File: config.mk
export PLATFORM = sky130hd
export DESIGN_NAME = decode_stage
export DESIGN_NICKNAME = d
export VERILOG_FILES = /design/src/hw/decode_pkg.sv /design/src/hw/decoded_if.sv /design/src/hw/decode_stage.sv /design/src/hw/decode_register.sv /design/src/hw/imm_gen.sv /design/src/hw/instr_decoder.sv
export SDC_FILE = /design/constraint.sdc
export NUM_CORES = 1
export LEC_CHECK = 0
export ABC_AREA = 1
export BUFFER_PORTS_ARGS = -buffer_cell sky130_fd_sc_hd__buf_4
export CORE_UTILIZATION = 34
export DETAILED_ROUTE_END_ITERATION = 10
export PLACE_DENSITY = 0.65
export SETUP_SLACK_MARGIN = 0.02
export SYNTH_ARGS = -nofsm -noshare
export SYNTH_HDL_FRONTEND = slang
export SYNTH_SLANG_ARGS = --single-unit
File: constraint.sdc
create_clock -name clk_i -period 1.6 [get_ports clk_i]
set_input_delay 0.32 -clock clk_i [delete_from_list [all_inputs] [get_ports clk_i]]
set_output_delay 0.32 -clock clk_i [all_outputs]
set_load 0.03 [all_outputs]
File: src/hw/decode_pkg.sv
// --------------------
// shared definitions for the RV64I decode stage
// covers the base integer set plus ECALL and EBREAK only
// no CSR, fence or compressed encodings
// opcode enum values carry an OPCODE_ prefix
// --------------------

package decode_pkg;

    // --------------------
    // widths
    // --------------------
    localparam int unsigned xlen       = 64;
    localparam int unsigned instr_w    = 32;
    localparam int unsigned reg_addr_w = 5;

    // major opcodes, instr[6:0]
    typedef enum logic [6:0] {
        OPCODE_LOAD    = 7'b000_0011,
        OPCODE_OPIMM   = 7'b001_0011,
        OPCODE_AUIPC   = 7'b001_0111,
        OPCODE_OPIMM32 = 7'b001_1011,
        OPCODE_STORE   = 7'b010_0011,
        OPCODE_OP      = 7'b011_0011,
        OPCODE_LUI     = 7'b011_0111,
        OPCODE_OP32    = 7'b011_1011,
        OPCODE_BRANCH  = 7'b110_0011,
        OPCODE_JALR    = 7'b110_0111,
        OPCODE_JAL     = 7'b110_1111,
        OPCODE_SYSTEM  = 7'b111_0011
    } opcode_t;

    // functional unit the scoreboard dispatches to
    typedef enum logic [2:0] {
        NONE,
        ALU,
        LOAD,
        STORE,
        CTRL_FLOW
    } fu_t;

    // --------------------
    // operations
    // --------------------
    typedef enum logic [5:0] {
        // alu, ADD first so it encodes as zero
        ADD, SUB, SLTS, SLTU, XORL, ORL, ANDL, SLL, SRL, SRA,
        ADDW, SUBW, SLLW, SRLW, SRAW,
        // loads
        LB, LH, LW, LD, LBU, LHU, LWU,
        // stores
        SB, SH, SW, SD,
        // branches and jumps
        EQ, NE, LTS, GES, LTU, GEU, JALR
    } fu_op_t;

    // immediate layout chosen by the decoder
    typedef enum logic [2:0] {
        NOIMM,
        IIMM,
        SIMM,
        SBIMM,
        UIMM,
        JIMM
    } imm_sel_t;

    typedef enum logic [1:0] {
        PRIV_LVL_U = 2'd0,
        PRIV_LVL_S = 2'd1,
        PRIV_LVL_M = 2'd3
    } priv_lvl_t;

    // mcause encodings, synchronous exceptions only
    typedef enum logic [5:0] {
        ILLEGAL_INSTR  = 6'd2,
        BREAKPOINT     = 6'd3,
        ENV_CALL_UMODE = 6'd8,
        ENV_CALL_SMODE = 6'd9,
        ENV_CALL_MMODE = 6'd11
    } cause_t;

endpackage
File: src/hw/decoded_if.sv
// --------------------
// decoded fields from the decoder to the immediate
// generator and the decode register
// purely combinational, no clock inside
// --------------------

`timescale 1ns/1ps

interface decoded_if;
    import decode_pkg::*;

    fu_t                   fu;
    fu_op_t                op;
    logic [reg_addr_w-1:0] rs1;
    logic [reg_addr_w-1:0] rs2;
    logic [reg_addr_w-1:0] rd;
    logic                  use_pc;     // AUIPC adds the pc
    imm_sel_t              imm_sel;
    logic                  ctrl_flow;  // branch, JAL or JALR
    logic                  ex_valid;
    cause_t                ex_cause;

    modport producer (
        output fu, op, rs1, rs2, rd, use_pc, imm_sel, ctrl_flow, ex_valid, ex_cause
    );

    modport imm (
        input imm_sel
    );

    modport sink (
        input fu, op, rs1, rs2, rd, use_pc, ctrl_flow, ex_valid, ex_cause
    );

endinterface

File: src/hw/decode_stage.sv
// --------------------
// RV64I decode stage, decoder plus one output register
// latency one cycle, accepts every cycle
// consumer must take every valid_o, there is no stall
// --------------------

`timescale 1ns/1ps

module decode_stage (
    input  logic                                clk_i,
    input  logic                                arst_n_i,
    input  logic                                valid_i,
    input  logic [decode_pkg::xlen-1:0]         pc_i,
    input  logic [decode_pkg::instr_w-1:0]      instr_i,
    input  decode_pkg::priv_lvl_t               priv_lvl_i,
    output logic                                valid_o,
    output logic [decode_pkg::xlen-1:0]         pc_o,
    output decode_pkg::fu_t                     fu_o,
    output decode_pkg::fu_op_t                  op_o,
    output logic [decode_pkg::reg_addr_w-1:0]   rs1_o,
    output logic [decode_pkg::reg_addr_w-1:0]   rs2_o,
    output logic [decode_pkg::reg_addr_w-1:0]   rd_o,
    output logic                                use_pc_o,
    output logic                                use_imm_o,
    output logic [decode_pkg::xlen-1:0]         imm_o,
    output logic                                ctrl_flow_o,
    output logic                                ex_valid_o,
    output decode_pkg::cause_t                  ex_cause_o,
    output logic [decode_pkg::xlen-1:0]         ex_tval_o
);

    decoded_if dec_if ();

    logic [decode_pkg::xlen-1:0] imm;     // combinational immediate
    logic                        use_imm;

    // --------------------
    // producer side
    // --------------------
    instr_decoder i_instr_decoder (
        .instr_i    (instr_i),
        .priv_lvl_i (priv_lvl_i),
        .dec        (dec_if.producer)
    );

    imm_gen i_imm_gen (
        .instr_i   (instr_i),
        .dec       (dec_if.imm),
        .imm_o     (imm),
        .use_imm_o (use_imm)
    );

    // --------------------
    // decode/issue register
    // --------------------
    decode_register i_decode_register (
        .clk_i       (clk_i),
        .arst_n_i    (arst_n_i),
        .valid_i     (valid_i),
        .instr_i     (instr_i),
        .pc_i        (pc_i),
        .dec         (dec_if.sink),
        .imm_i       (imm),
        .use_imm_i   (use_imm),
        .valid_o     (valid_o),
        .pc_o        (pc_o),
        .fu_o        (fu_o),
        .op_o        (op_o),
        .rs1_o       (rs1_o),
        .rs2_o       (rs2_o),
        .rd_o        (rd_o),
        .use_pc_o    (use_pc_o),
        .use_imm_o   (use_imm_o),
        .imm_o       (imm_o),
        .ctrl_flow_o (ctrl_flow_o),
        .ex_valid_o  (ex_valid_o),
        .ex_cause_o  (ex_cause_o),
        .ex_tval_o   (ex_tval_o)
    );

endmodule

File: src/hw/decode_register.sv
// --------------------
// decode/issue pipeline register, one cycle
// valid_o follows valid_i every cycle, no back-pressure
// entry only loads when valid_i is high, holds otherwise
// ex_tval carries the instruction word zero-extended
// --------------------

`timescale 1ns/1ps

module decode_register (
    input  logic                                clk_i,
    input  logic                                arst_n_i,
    input  logic                                valid_i,
    input  logic [decode_pkg::instr_w-1:0]      instr_i,
    input  logic [decode_pkg::xlen-1:0]         pc_i,
    decoded_if.sink                             dec,
    input  logic [decode_pkg::xlen-1:0]         imm_i,
    input  logic                                use_imm_i,
    output logic                                valid_o,
    output logic [decode_pkg::xlen-1:0]         pc_o,
    output decode_pkg::fu_t                     fu_o,
    output decode_pkg::fu_op_t                  op_o,
    output logic [decode_pkg::reg_addr_w-1:0]   rs1_o,
    output logic [decode_pkg::reg_addr_w-1:0]   rs2_o,
    output logic [decode_pkg::reg_addr_w-1:0]   rd_o,
    output logic                                use_pc_o,
    output logic                                use_imm_o,
    output logic [decode_pkg::xlen-1:0]         imm_o,
    output logic                                ctrl_flow_o,
    output logic                                ex_valid_o,
    output decode_pkg::cause_t                  ex_cause_o,
    output logic [decode_pkg::xlen-1:0]         ex_tval_o
);
    import decode_pkg::*;

    always_ff @(posedge clk_i or negedge arst_n_i) begin
        if (!arst_n_i) begin
            valid_o     <= 1'b0;
            pc_o        <= '0;
            fu_o        <= NONE;
            op_o        <= ADD;
            rs1_o       <= '0;
            rs2_o       <= '0;
            rd_o        <= '0;
            use_pc_o    <= 1'b0;
            use_imm_o   <= 1'b0;
            imm_o       <= '0;
            ctrl_flow_o <= 1'b0;
            ex_valid_o  <= 1'b0;
            ex_cause_o  <= cause_t'(6'd0);
            ex_tval_o   <= '0;
        end else begin
            valid_o <= valid_i; // one strobe per accepted item
            if (valid_i) begin
                pc_o        <= pc_i;
                fu_o        <= dec.fu;
                op_o        <= dec.op;
                rs1_o       <= dec.rs1;
                rs2_o       <= dec.rs2;
                rd_o        <= dec.rd;
                use_pc_o    <= dec.use_pc;
                use_imm_o   <= use_imm_i;
                imm_o       <= imm_i;
                ctrl_flow_o <= dec.ctrl_flow;
                ex_valid_o  <= dec.ex_valid;
                ex_cause_o  <= dec.ex_cause;
                ex_tval_o   <= {{(xlen-instr_w){1'b0}}, instr_i};
            end
        end
    end

endmodule

File: src/hw/imm_gen.sv
// --------------------
// sign-extended immediate for the selected format
// all layouts extend from instr bit 31
// NOIMM gives zero with use_imm low
// --------------------

`timescale 1ns/1ps

module imm_gen (
    input  logic [decode_pkg::instr_w-1:0] instr_i,
    decoded_if.imm                         dec,
    output logic [decode_pkg::xlen-1:0]    imm_o,
    output logic                           use_imm_o
);
    import decode_pkg::*;

    logic [xlen-1:0] imm_i_type;
    logic [xlen-1:0] imm_s_type;
    logic [xlen-1:0] imm_sb_type;
    logic [xlen-1:0] imm_u_type;
    logic [xlen-1:0] imm_uj_type;

    assign imm_i_type  = {{(xlen-12){instr_i[31]}}, instr_i[31:20]};
    assign imm_s_type  = {{(xlen-12){instr_i[31]}}, instr_i[31:25], instr_i[11:7]};
    assign imm_sb_type = {{(xlen-13){instr_i[31]}}, instr_i[31], instr_i[7],
                          instr_i[30:25], instr_i[11:8], 1'b0};
    assign imm_u_type  = {{(xlen-32){instr_i[31]}}, instr_i[31:12], 12'b0};
    assign imm_uj_type = {{(xlen-21){instr_i[31]}}, instr_i[31], instr_i[19:12],
                          instr_i[20], instr_i[30:21], 1'b0};

    always_comb begin
        use_imm_o = 1'b1;
        case (dec.imm_sel)
            IIMM:    imm_o = imm_i_type;
            SIMM:    imm_o = imm_s_type;
            SBIMM:   imm_o = imm_sb_type;
            UIMM:    imm_o = imm_u_type;
            JIMM:    imm_o = imm_uj_type;
            default: begin
                imm_o     = '0;
                use_imm_o = 1'b0;
            end
        endcase
    end

endmodule

File: src/hw/instr_decoder.sv
// --------------------
// combinational RV64I decoder
// anything outside the base set, ECALL and EBREAK is illegal
// exception priority is illegal, then ECALL, then EBREAK
// ex_cause reads zero while ex_valid is low
// --------------------

`timescale 1ns/1ps

module instr_decoder (
    input  logic [decode_pkg::instr_w-1:0] instr_i,
    input  decode_pkg::priv_lvl_t          priv_lvl_i,
    decoded_if.producer                    dec
);
    import decode_pkg::*;

    logic [6:0]            opcode;
    logic [2:0]            funct3;
    logic [6:0]            funct7;
    logic [reg_addr_w-1:0] rs1_f;
    logic [reg_addr_w-1:0] rs2_f;
    logic [reg_addr_w-1:0] rd_f;
    logic                  illegal_instr;
    logic                  ecall;
    logic                  ebreak;

    assign opcode = instr_i[6:0];
    assign funct3 = instr_i[14:12];
    assign funct7 = instr_i[31:25];
    assign rs1_f  = instr_i[19:15];
    assign rs2_f  = instr_i[24:20];
    assign rd_f   = instr_i[11:7];

    always_comb begin : decode
        dec.fu        = NONE;
        dec.op        = ADD;
        dec.rs1       = '0;
        dec.rs2       = '0;
        dec.rd        = '0;
        dec.use_pc    = 1'b0;
        dec.imm_sel   = NOIMM;
        dec.ctrl_flow = 1'b0;
        illegal_instr = 1'b0;
        ecall         = 1'b0;
        ebreak        = 1'b0;

        case (opcode)
            // --------------------
            // alu
            // --------------------
            OPCODE_OP: begin
                dec.fu  = ALU;
                dec.rs1 = rs1_f;
                dec.rs2 = rs2_f;
                dec.rd  = rd_f;
                case ({funct7, funct3})
                    {7'b000_0000, 3'b000}: dec.op = ADD;
                    {7'b010_0000, 3'b000}: dec.op = SUB;
                    {7'b000_0000, 3'b010}: dec.op = SLTS;
                    {7'b000_0000, 3'b011}: dec.op = SLTU;
                    {7'b000_0000, 3'b100}: dec.op = XORL;
                    {7'b000_0000, 3'b110}: dec.op = ORL;
                    {7'b000_0000, 3'b111}: dec.op = ANDL;
                    {7'b000_0000, 3'b001}: dec.op = SLL;
                    {7'b000_0000, 3'b101}: dec.op = SRL;
                    {7'b010_0000, 3'b101}: dec.op = SRA;
                    default:               illegal_instr = 1'b1;
                endcase
            end

            OPCODE_OP32: begin
                dec.fu  = ALU;
                dec.rs1 = rs1_f;
                dec.rs2 = rs2_f;
                dec.rd  = rd_f;
                case ({funct7, funct3})
                    {7'b000_0000, 3'b000}: dec.op = ADDW;
                    {7'b010_0000, 3'b000}: dec.op = SUBW;
                    {7'b000_0000, 3'b001}: dec.op = SLLW;
                    {7'b000_0000, 3'b101}: dec.op = SRLW;
                    {7'b010_0000, 3'b101}: dec.op = SRAW;
                    default:               illegal_instr = 1'b1;
                endcase
            end

            OPCODE_OPIMM: begin
                dec.fu      = ALU;
                dec.imm_sel = IIMM;
                dec.rs1     = rs1_f;
                dec.rd      = rd_f;
                case (funct3)
                    3'b000: dec.op = ADD;
                    3'b010: dec.op = SLTS;
                    3'b011: dec.op = SLTU;
                    3'b100: dec.op = XORL;
                    3'b110: dec.op = ORL;
                    3'b111: dec.op = ANDL;
                    3'b001: begin
                        dec.op = SLL;
                        illegal_instr = (instr_i[31:26] != 6'b0); // 6-bit shamt on rv64
                    end
                    default: begin // 3'b101
                        if (instr_i[31:26] == 6'b00_0000)
                            dec.op = SRL;
                        else if (instr_i[31:26] == 6'b01_0000)
                            dec.op = SRA;
                        else
                            illegal_instr = 1'b1;
                    end
                endcase
            end

            OPCODE_OPIMM32: begin
                dec.fu      = ALU;
                dec.imm_sel = IIMM;
                dec.rs1     = rs1_f;
                dec.rd      = rd_f;
                case (funct3)
                    3'b000: dec.op = ADDW;
                    3'b001: begin
                        dec.op = SLLW;
                        illegal_instr = (funct7 != 7'b0);
                    end
                    3'b101: begin
                        if (funct7 == 7'b000_0000)
                            dec.op = SRLW;
                        else if (funct7 == 7'b010_0000)
                            dec.op = SRAW;
                        else
                            illegal_instr = 1'b1;
                    end
                    default: illegal_instr = 1'b1;
                endcase
            end

            // --------------------
            // memory
            // --------------------
            OPCODE_LOAD: begin
                dec.fu      = LOAD;
                dec.imm_sel = IIMM;
                dec.rs1     = rs1_f;
                dec.rd      = rd_f;
                case (funct3)
                    3'b000:  dec.op = LB;
                    3'b001:  dec.op = LH;
                    3'b010:  dec.op = LW;
                    3'b011:  dec.op = LD;
                    3'b100:  dec.op = LBU;
                    3'b101:  dec.op = LHU;
                    3'b110:  dec.op = LWU;
                    default: illegal_instr = 1'b1;
                endcase
            end

            OPCODE_STORE: begin
                dec.fu      = STORE;
                dec.imm_sel = SIMM;
                dec.rs1     = rs1_f;
                dec.rs2     = rs2_f;
                case (funct3)
                    3'b000:  dec.op = SB;
                    3'b001:  dec.op = SH;
                    3'b010:  dec.op = SW;
                    3'b011:  dec.op = SD;
                    default: illegal_instr = 1'b1;
                endcase
            end

            // --------------------
            // control flow
            // --------------------
            OPCODE_BRANCH: begin
                dec.fu        = CTRL_FLOW;
                dec.imm_sel   = SBIMM;
                dec.rs1       = rs1_f;
                dec.rs2       = rs2_f;
                dec.ctrl_flow = 1'b1;
                case (funct3)
                    3'b000: dec.op = EQ;
                    3'b001: dec.op = NE;
                    3'b100: dec.op = LTS;
                    3'b101: dec.op = GES;
                    3'b110: dec.op = LTU;
                    3'b111: dec.op = GEU;
                    default: begin // funct3 2 and 3 are reserved
                        dec.ctrl_flow = 1'b0;
                        illegal_instr = 1'b1;
                    end
                endcase
            end

            OPCODE_JALR: begin
                dec.fu        = CTRL_FLOW;
                dec.op        = JALR;
                dec.imm_sel   = IIMM;
                dec.rs1       = rs1_f;
                dec.rd        = rd_f;
                dec.ctrl_flow = 1'b1;
            end

            OPCODE_JAL: begin
                dec.fu        = CTRL_FLOW; // op stays ADD, target from pc + imm
                dec.imm_sel   = JIMM;
                dec.rd        = rd_f;
                dec.ctrl_flow = 1'b1;
            end

            OPCODE_AUIPC: begin
                dec.fu      = ALU;
                dec.imm_sel = UIMM;
                dec.use_pc  = 1'b1;
                dec.rd      = rd_f;
            end

            OPCODE_LUI: begin
                dec.fu      = ALU;
                dec.imm_sel = UIMM;
                dec.rd      = rd_f;
            end

            OPCODE_SYSTEM: begin
                // only ECALL and EBREAK survive here
                if (funct3 != 3'b000 || rs1_f != '0 || rd_f != '0)
                    illegal_instr = 1'b1;
                else if (instr_i[31:20] == 12'd0)
                    ecall = 1'b1;
                else if (instr_i[31:20] == 12'd1)
                    ebreak = 1'b1;
                else
                    illegal_instr = 1'b1;
            end

            default: illegal_instr = 1'b1;
        endcase
    end

    // --------------------
    // exception record
    // --------------------
    always_comb begin : exception
        dec.ex_valid = illegal_instr | ecall | ebreak;
        dec.ex_cause = cause_t'(6'd0);
        if (illegal_instr) begin
            dec.ex_cause = ILLEGAL_INSTR;
        end else if (ecall) begin
            case (priv_lvl_i)
                PRIV_LVL_U: dec.ex_cause = ENV_CALL_UMODE;
                PRIV_LVL_S: dec.ex_cause = ENV_CALL_SMODE;
                default:    dec.ex_cause = ENV_CALL_MMODE; // reserved level treated as M
            endcase
        end else if (ebreak) begin
            dec.ex_cause = BREAKPOINT;
        end
    end

endmodule

# Yosys cells after proc, flatten, opt, wreduce, memory -nomap -nowiden
# Index checks and enable logic that the tools add are counted.
[totals] mem_bits_rw=0 romBits=0 latchBits=0 register_bits=195 in_bits=101 memories=0
[classes] muxes=48 shifts=0 n_eq_ne=37 div_mod_pow=0 order_cmp=0 addsub=0 bitwise=2 multipliers=0 reduce_logical=29
[ops] operator="64-bit case mux with 5 select lines" count=1
[ops] operator="6-bit case mux with 8 select lines" count=1
[ops] operator="6-bit case mux with 7 select lines" count=1
[ops] operator="10-bit by 3-bit equality test with 1-bit output, second input constant" count=4
[ops] operator="4-bit case mux with 9 select lines" count=1
[ops] operator="7-bit by 6-bit equality test with 1-bit output, second input constant" count=5
[ops] operator="5-bit case mux with 7 select lines" count=1
[ops] operator="5-bit case mux with 6 select lines" count=1
[ops] operator="7-bit equality test, second input constant" count=4
[ops] operator="6-bit 2-to-1 mux" count=4
[ops] operator="1-bit 2-to-1 mux" count=22
[ops] operator="7-bit by 5-bit equality test with 1-bit output, second input constant" count=3
[ops] operator="10-bit by 2-bit equality test with 1-bit output, second input constant" count=2
[ops] operator="10-bit by 9-bit equality test with 1-bit output, second input constant" count=2
[ops] operator="4-bit case mux with 5 select lines" count=1
[ops] operator="5-bit case mux with 4 select lines" count=1
[ops] operator="3-bit equality test, second input constant" count=6
[ops] operator="6-bit case mux with 3 select lines" count=1
[ops] operator="6-bit OR reduction" count=3
[ops] operator="4-bit OR reduction" count=4
[ops] operator="5-bit 2-to-1 mux" count=3
[ops] operator="3-bit case mux with 5 select lines" count=1
[ops] operator="12-bit by 1-bit equality test with 1-bit output, second input constant" count=1
[ops] operator="3-bit by 2-bit equality test with 1-bit output, second input constant" count=4
[ops] operator="31 further kinds" count=39

# Logic depth before layout (Yosys ltp)
[logic_depth] word_depth=8 mapped_depth=14 depth_no_buf=13

# Cells and area by module
# From an unflattened synthesis, not the netlist that was laid out.
[hier_totals] hier_cells=1228 hier_area_um2=9524.1
[by_module_without_submodules] mod="decode_register" area_each_um2=7652.3 cells_per_inst=854 n_inst=1 seq_area_each_um2=4879.7
[by_module_without_submodules] mod="instr_decoder" area_each_um2=1172.4 cells_per_inst=249 n_inst=1 seq_area_each_um2=0.0
[by_module_without_submodules] mod="imm_gen" area_each_um2=699.4 cells_per_inst=125 n_inst=1 seq_area_each_um2=0.0

# Worst setup path before layout
# No wires, ideal clock.
[synth_path] path_type="reg-to-output" start="register, netlist name i_decode_register.imm_o[62]" end="output port imm_o[32] (netlist name)" n_path_buf=1 stages_incl_launch_ff=2 arrival_ns=1.261 slack_ns=0.019 required_time_ns=1.280 cell_sequence="dfrtp_1 > buf_4"
[synth_lines] item="to (decl)" line_no="decode_stage.sv:25" rtl="output logic [decode_pkg::xlen-1:0] imm_o,"

==> metrics.log <==
[metrics] fraction of layout instances using a drive strength above 1: 0.3365
[metrics] crit path launch type: flop
[metrics] combined area of all synthesized cells: 7796 um^2
[metrics] initial standard-cell utilization of the core: 0.3454
[metrics] half-perimeter wire length after placement: 19,000 um
[metrics] max-cap violation count: 0
[metrics] root buffer cell: clkbuf_16
[metrics] DR vias: 7,597
[metrics] Routed WL per cell: 15.42 um
[metrics] pin count of the biggest net entering global routing: 89
[metrics] ANT cells: 0
[metrics] number of remaining DRC errors: 0
[metrics] worst min-delay path category: input pin to flop
[metrics] total of flip-flops plus latches after synthesis: 160
[metrics] io pins: 328
[metrics] post-route cell area: 11,290 um^2
[metrics] final worst path period need: 1586 ps
[metrics] ratio of routed vias to standard cells: 4.632
[metrics] Final Hold Viols: 0
[metrics] most frequent standard cell in the layout excluding fill and tap cells: nand2_1
[metrics] number of design-rule violations left by the first detailed-router iteration: 391
[metrics] number of port buffers: 292
[metrics] highest achievable clock rate: 630.4 MHz
[metrics] synthesized instance count: 1,003
[metrics] wire length of the first global-routing pass: 40,180 um
[metrics] Core Util, Final: 0.5000
[metrics] commonest cells after routing, fill and taps aside: nand2_1, buf_4, dfrtp_1
[metrics] CTS tree: done
[metrics] required time at the endpoint of the critical path: 1280 ps
[metrics] Distinct cells, synth: 32
[metrics] final clock period utilization by the worst path: 0.9914
[metrics] total leakage power: 6.387 nW
[metrics] H-tree Lvls: 4
[metrics] total setup violations reported at the end of the flow: 0
[metrics] Chip Height: 153.4 um
[metrics] placer's final routability congestion estimate: 0.9349
[metrics] number of global-route vias before repair: 7,483
[metrics] crit path cell chain: buf_12 -> buf_4
[metrics] clk sink count: 160
[metrics] setup repair after global routing missed its margin: yes
[metrics] Fin Hold WS: 82.69 ps
[metrics] antenna-violating nets left: 0
[metrics] Bufs on Longest Clock Path: 2
[metrics] outcome: completed
[metrics] PwrDens: 960.5 nW/um^2
[metrics] Max Clock Skew: 0 ps
[metrics] dpl cell area: 10,630 um^2
[metrics] GRT Total Usage: 0.2194
[metrics] register clock-pin slew on the reported worst setup and hold paths: 80 ps
[metrics] Final Routed Wirelength: 25,280 um
[metrics] fin nets: 1,443
[metrics] core area: 22,570 um^2
[metrics] synth warn: 0
[metrics] area added between synthesis and finish: 44.76%
[metrics] largest incremental delay on the critical path: 510 ps
[metrics] number of buffers added by the clock tree synthesis step: 17
[metrics] number of iterations in the first detailed-routing pass: 7
[metrics] fill count: 2,168
[metrics] kind of capture point of the worst setup path: output port
[metrics] width of the die: 153.4 um
[metrics] share of synthesized area occupied by flip-flops and latches: 0.5136
[metrics] Clock Latency Late Sink: 420 ps
[metrics] critical path arrival: 1270 ps
[metrics] Max FO, Critical Path: 17
[metrics] Crit Path Category: flop to output port
[metrics] number of enable flip-flop cells after synthesis: 0
[metrics] Row Count: 55
[metrics] worst-path cell with the longest stage delay: dfrtp_4
[metrics] die area: 23,540 um^2
[metrics] antenna violations before repair: 0
[metrics] share of flip-flops with an asynchronous set or reset after synthesis: 1.000
[metrics] grt total ovfl: 0
[metrics] VDD IR max: 627.7 uV
[metrics] Synth Area per Inst: 7.773 um^2
[metrics] Final Slew Violations: 0
[metrics] Total Power Consumption: 0.01084 W
[metrics] Primary FF master, synth: dfrtp_1
## synthesized netlist by cell type, types with 2 or more instances
master	number	area, um^2
nand2_1	457	1715
dfrtp_1	160	4004
buf_4	68	510.5
nor2_1	58	217.7
o21ai_0	56	280.3
inv_1	47	176.4
nand3_1	47	235.2
clkbuf_1	31	116.4
o2111ai_1	12	105.1
a21oi_1	9	45.04
nand2_2	9	56.30
nor2_2	6	37.54
o21ai_1	6	30.03
inv_2	5	18.77
buf_1	4	15.01
nor2_4	4	45.04
nor3_1	4	20.02
buf_2	3	15.01
nand4_1	3	18.77
buf_6	2	22.52
## registers in the layout (all words and copies together), names as in the netlist
| register | count |
|---|---|
| i_decode_register.use_imm_o | 1 |
| i_decode_register.ctrl_flow_o | 1 |
| i_decode_register.fu_o | 3 |
| i_decode_register.rs1_o | 5 |
| i_decode_register.pc_o | 64 |
| i_decode_register.ex_valid_o | 1 |
| i_decode_register.ex_tval_o | 32 |
| i_decode_register.rd_o | 5 |
| i_decode_register.valid_o | 1 |
| i_decode_register.use_pc_o | 1 |
| i_decode_register.op_o | 6 |
| i_decode_register.imm_o | 32 |
| i_decode_register.ex_cause_o | 3 |
| i_decode_register.rs2_o | 5 |
## cell families (layout without fill, tap and decap cells)
group                  count (synthesis)  count (layout)  share of synthesized area
buffers and inverters                160             478                     0.1122
other                                  1              35                  0.0004810
flip-flops                           160             160                     0.5136
AND/OR/NAND/NOR                      592             592                     0.3067
AO/OA/AOI/OAI                         90              90                    0.06709
## repair_timing
item	in CTS	in global routing
endpoints found under the setup margin	33	34
gates resized for setup	3	3
hold buffers	1	0
buffers inserted	2	0
endpoints found under the hold margin	26	0
## critical path, delay by kind of cell (launching register included)
kind | cells | cell delay [ps]
flip-flops | 1 | 510
buffers and inverters | 2 | 330
## final cells by class
| type | count | area [um^2] | area share |
|---|---|---|---|
| clock buffer | 17 | 425.4 | 0.03769 |
| inverter | 52 | 197.7 | 0.01752 |
| clock inverter | 15 | 166.4 | 0.01475 |
| tap | 285 | 356.6 | 0.03160 |
| timing repair buffer | 394 | 3084 | 0.2733 |
| multi-input combinational | 717 | 3048 | 0.2701 |
| sequential | 160 | 4008 | 0.3551 |
## power breakdown
part,internal (W),switching [W],total (W)
clock network,0.00223,0.00192,0.00415
logic,0.000803,0.00142,0.00223
registers,0.00431,0.000158,0.00446
## final timing paths
path                                             start                          end  slack, ps  cells after the start
hold reg to reg             i_decode_register.pc_o[52]   i_decode_register.pc_o[52]        470                      2
min in group asynchronous                     arst_n_i    i_decode_register.pc_o[2]        300                      2
max in group asynchronous                     arst_n_i  i_decode_register.imm_o[62]        650                      3
setup reg to reg           i_decode_register.imm_o[62]  i_decode_register.imm_o[62]        720                      3
hold / removal                                pc_i[11]   i_decode_register.pc_o[11]         80                      3
setup / recovery           i_decode_register.imm_o[62]                    imm_o[34]         10                      2
## layer usage
metal,routed length [um],vias to the layer above,track usage
li1,-,3711,-
met1,10900,3551,0.2740
met2,11730,301,0.3566
met3,1980,34,0.06890
met4,669,0,0.07905
met5,0,-,0
## stage by stage
stage | setup TNS [ps] | setup slack (ps) | cells
3_5_place_dp | -9037 | -274.9 | 1605
6_report | 0 | 13.78 | 1640
3_3_place_gp | -7979 | -263.4 | 1605
2_1_floorplan | 0 | 139.3 | 1037
4_1_cts | -11.92 | -1.530 | 1640
5_1_grt | -603.5 | -21.44 | 1640
(Power assumes the default switching activity.)
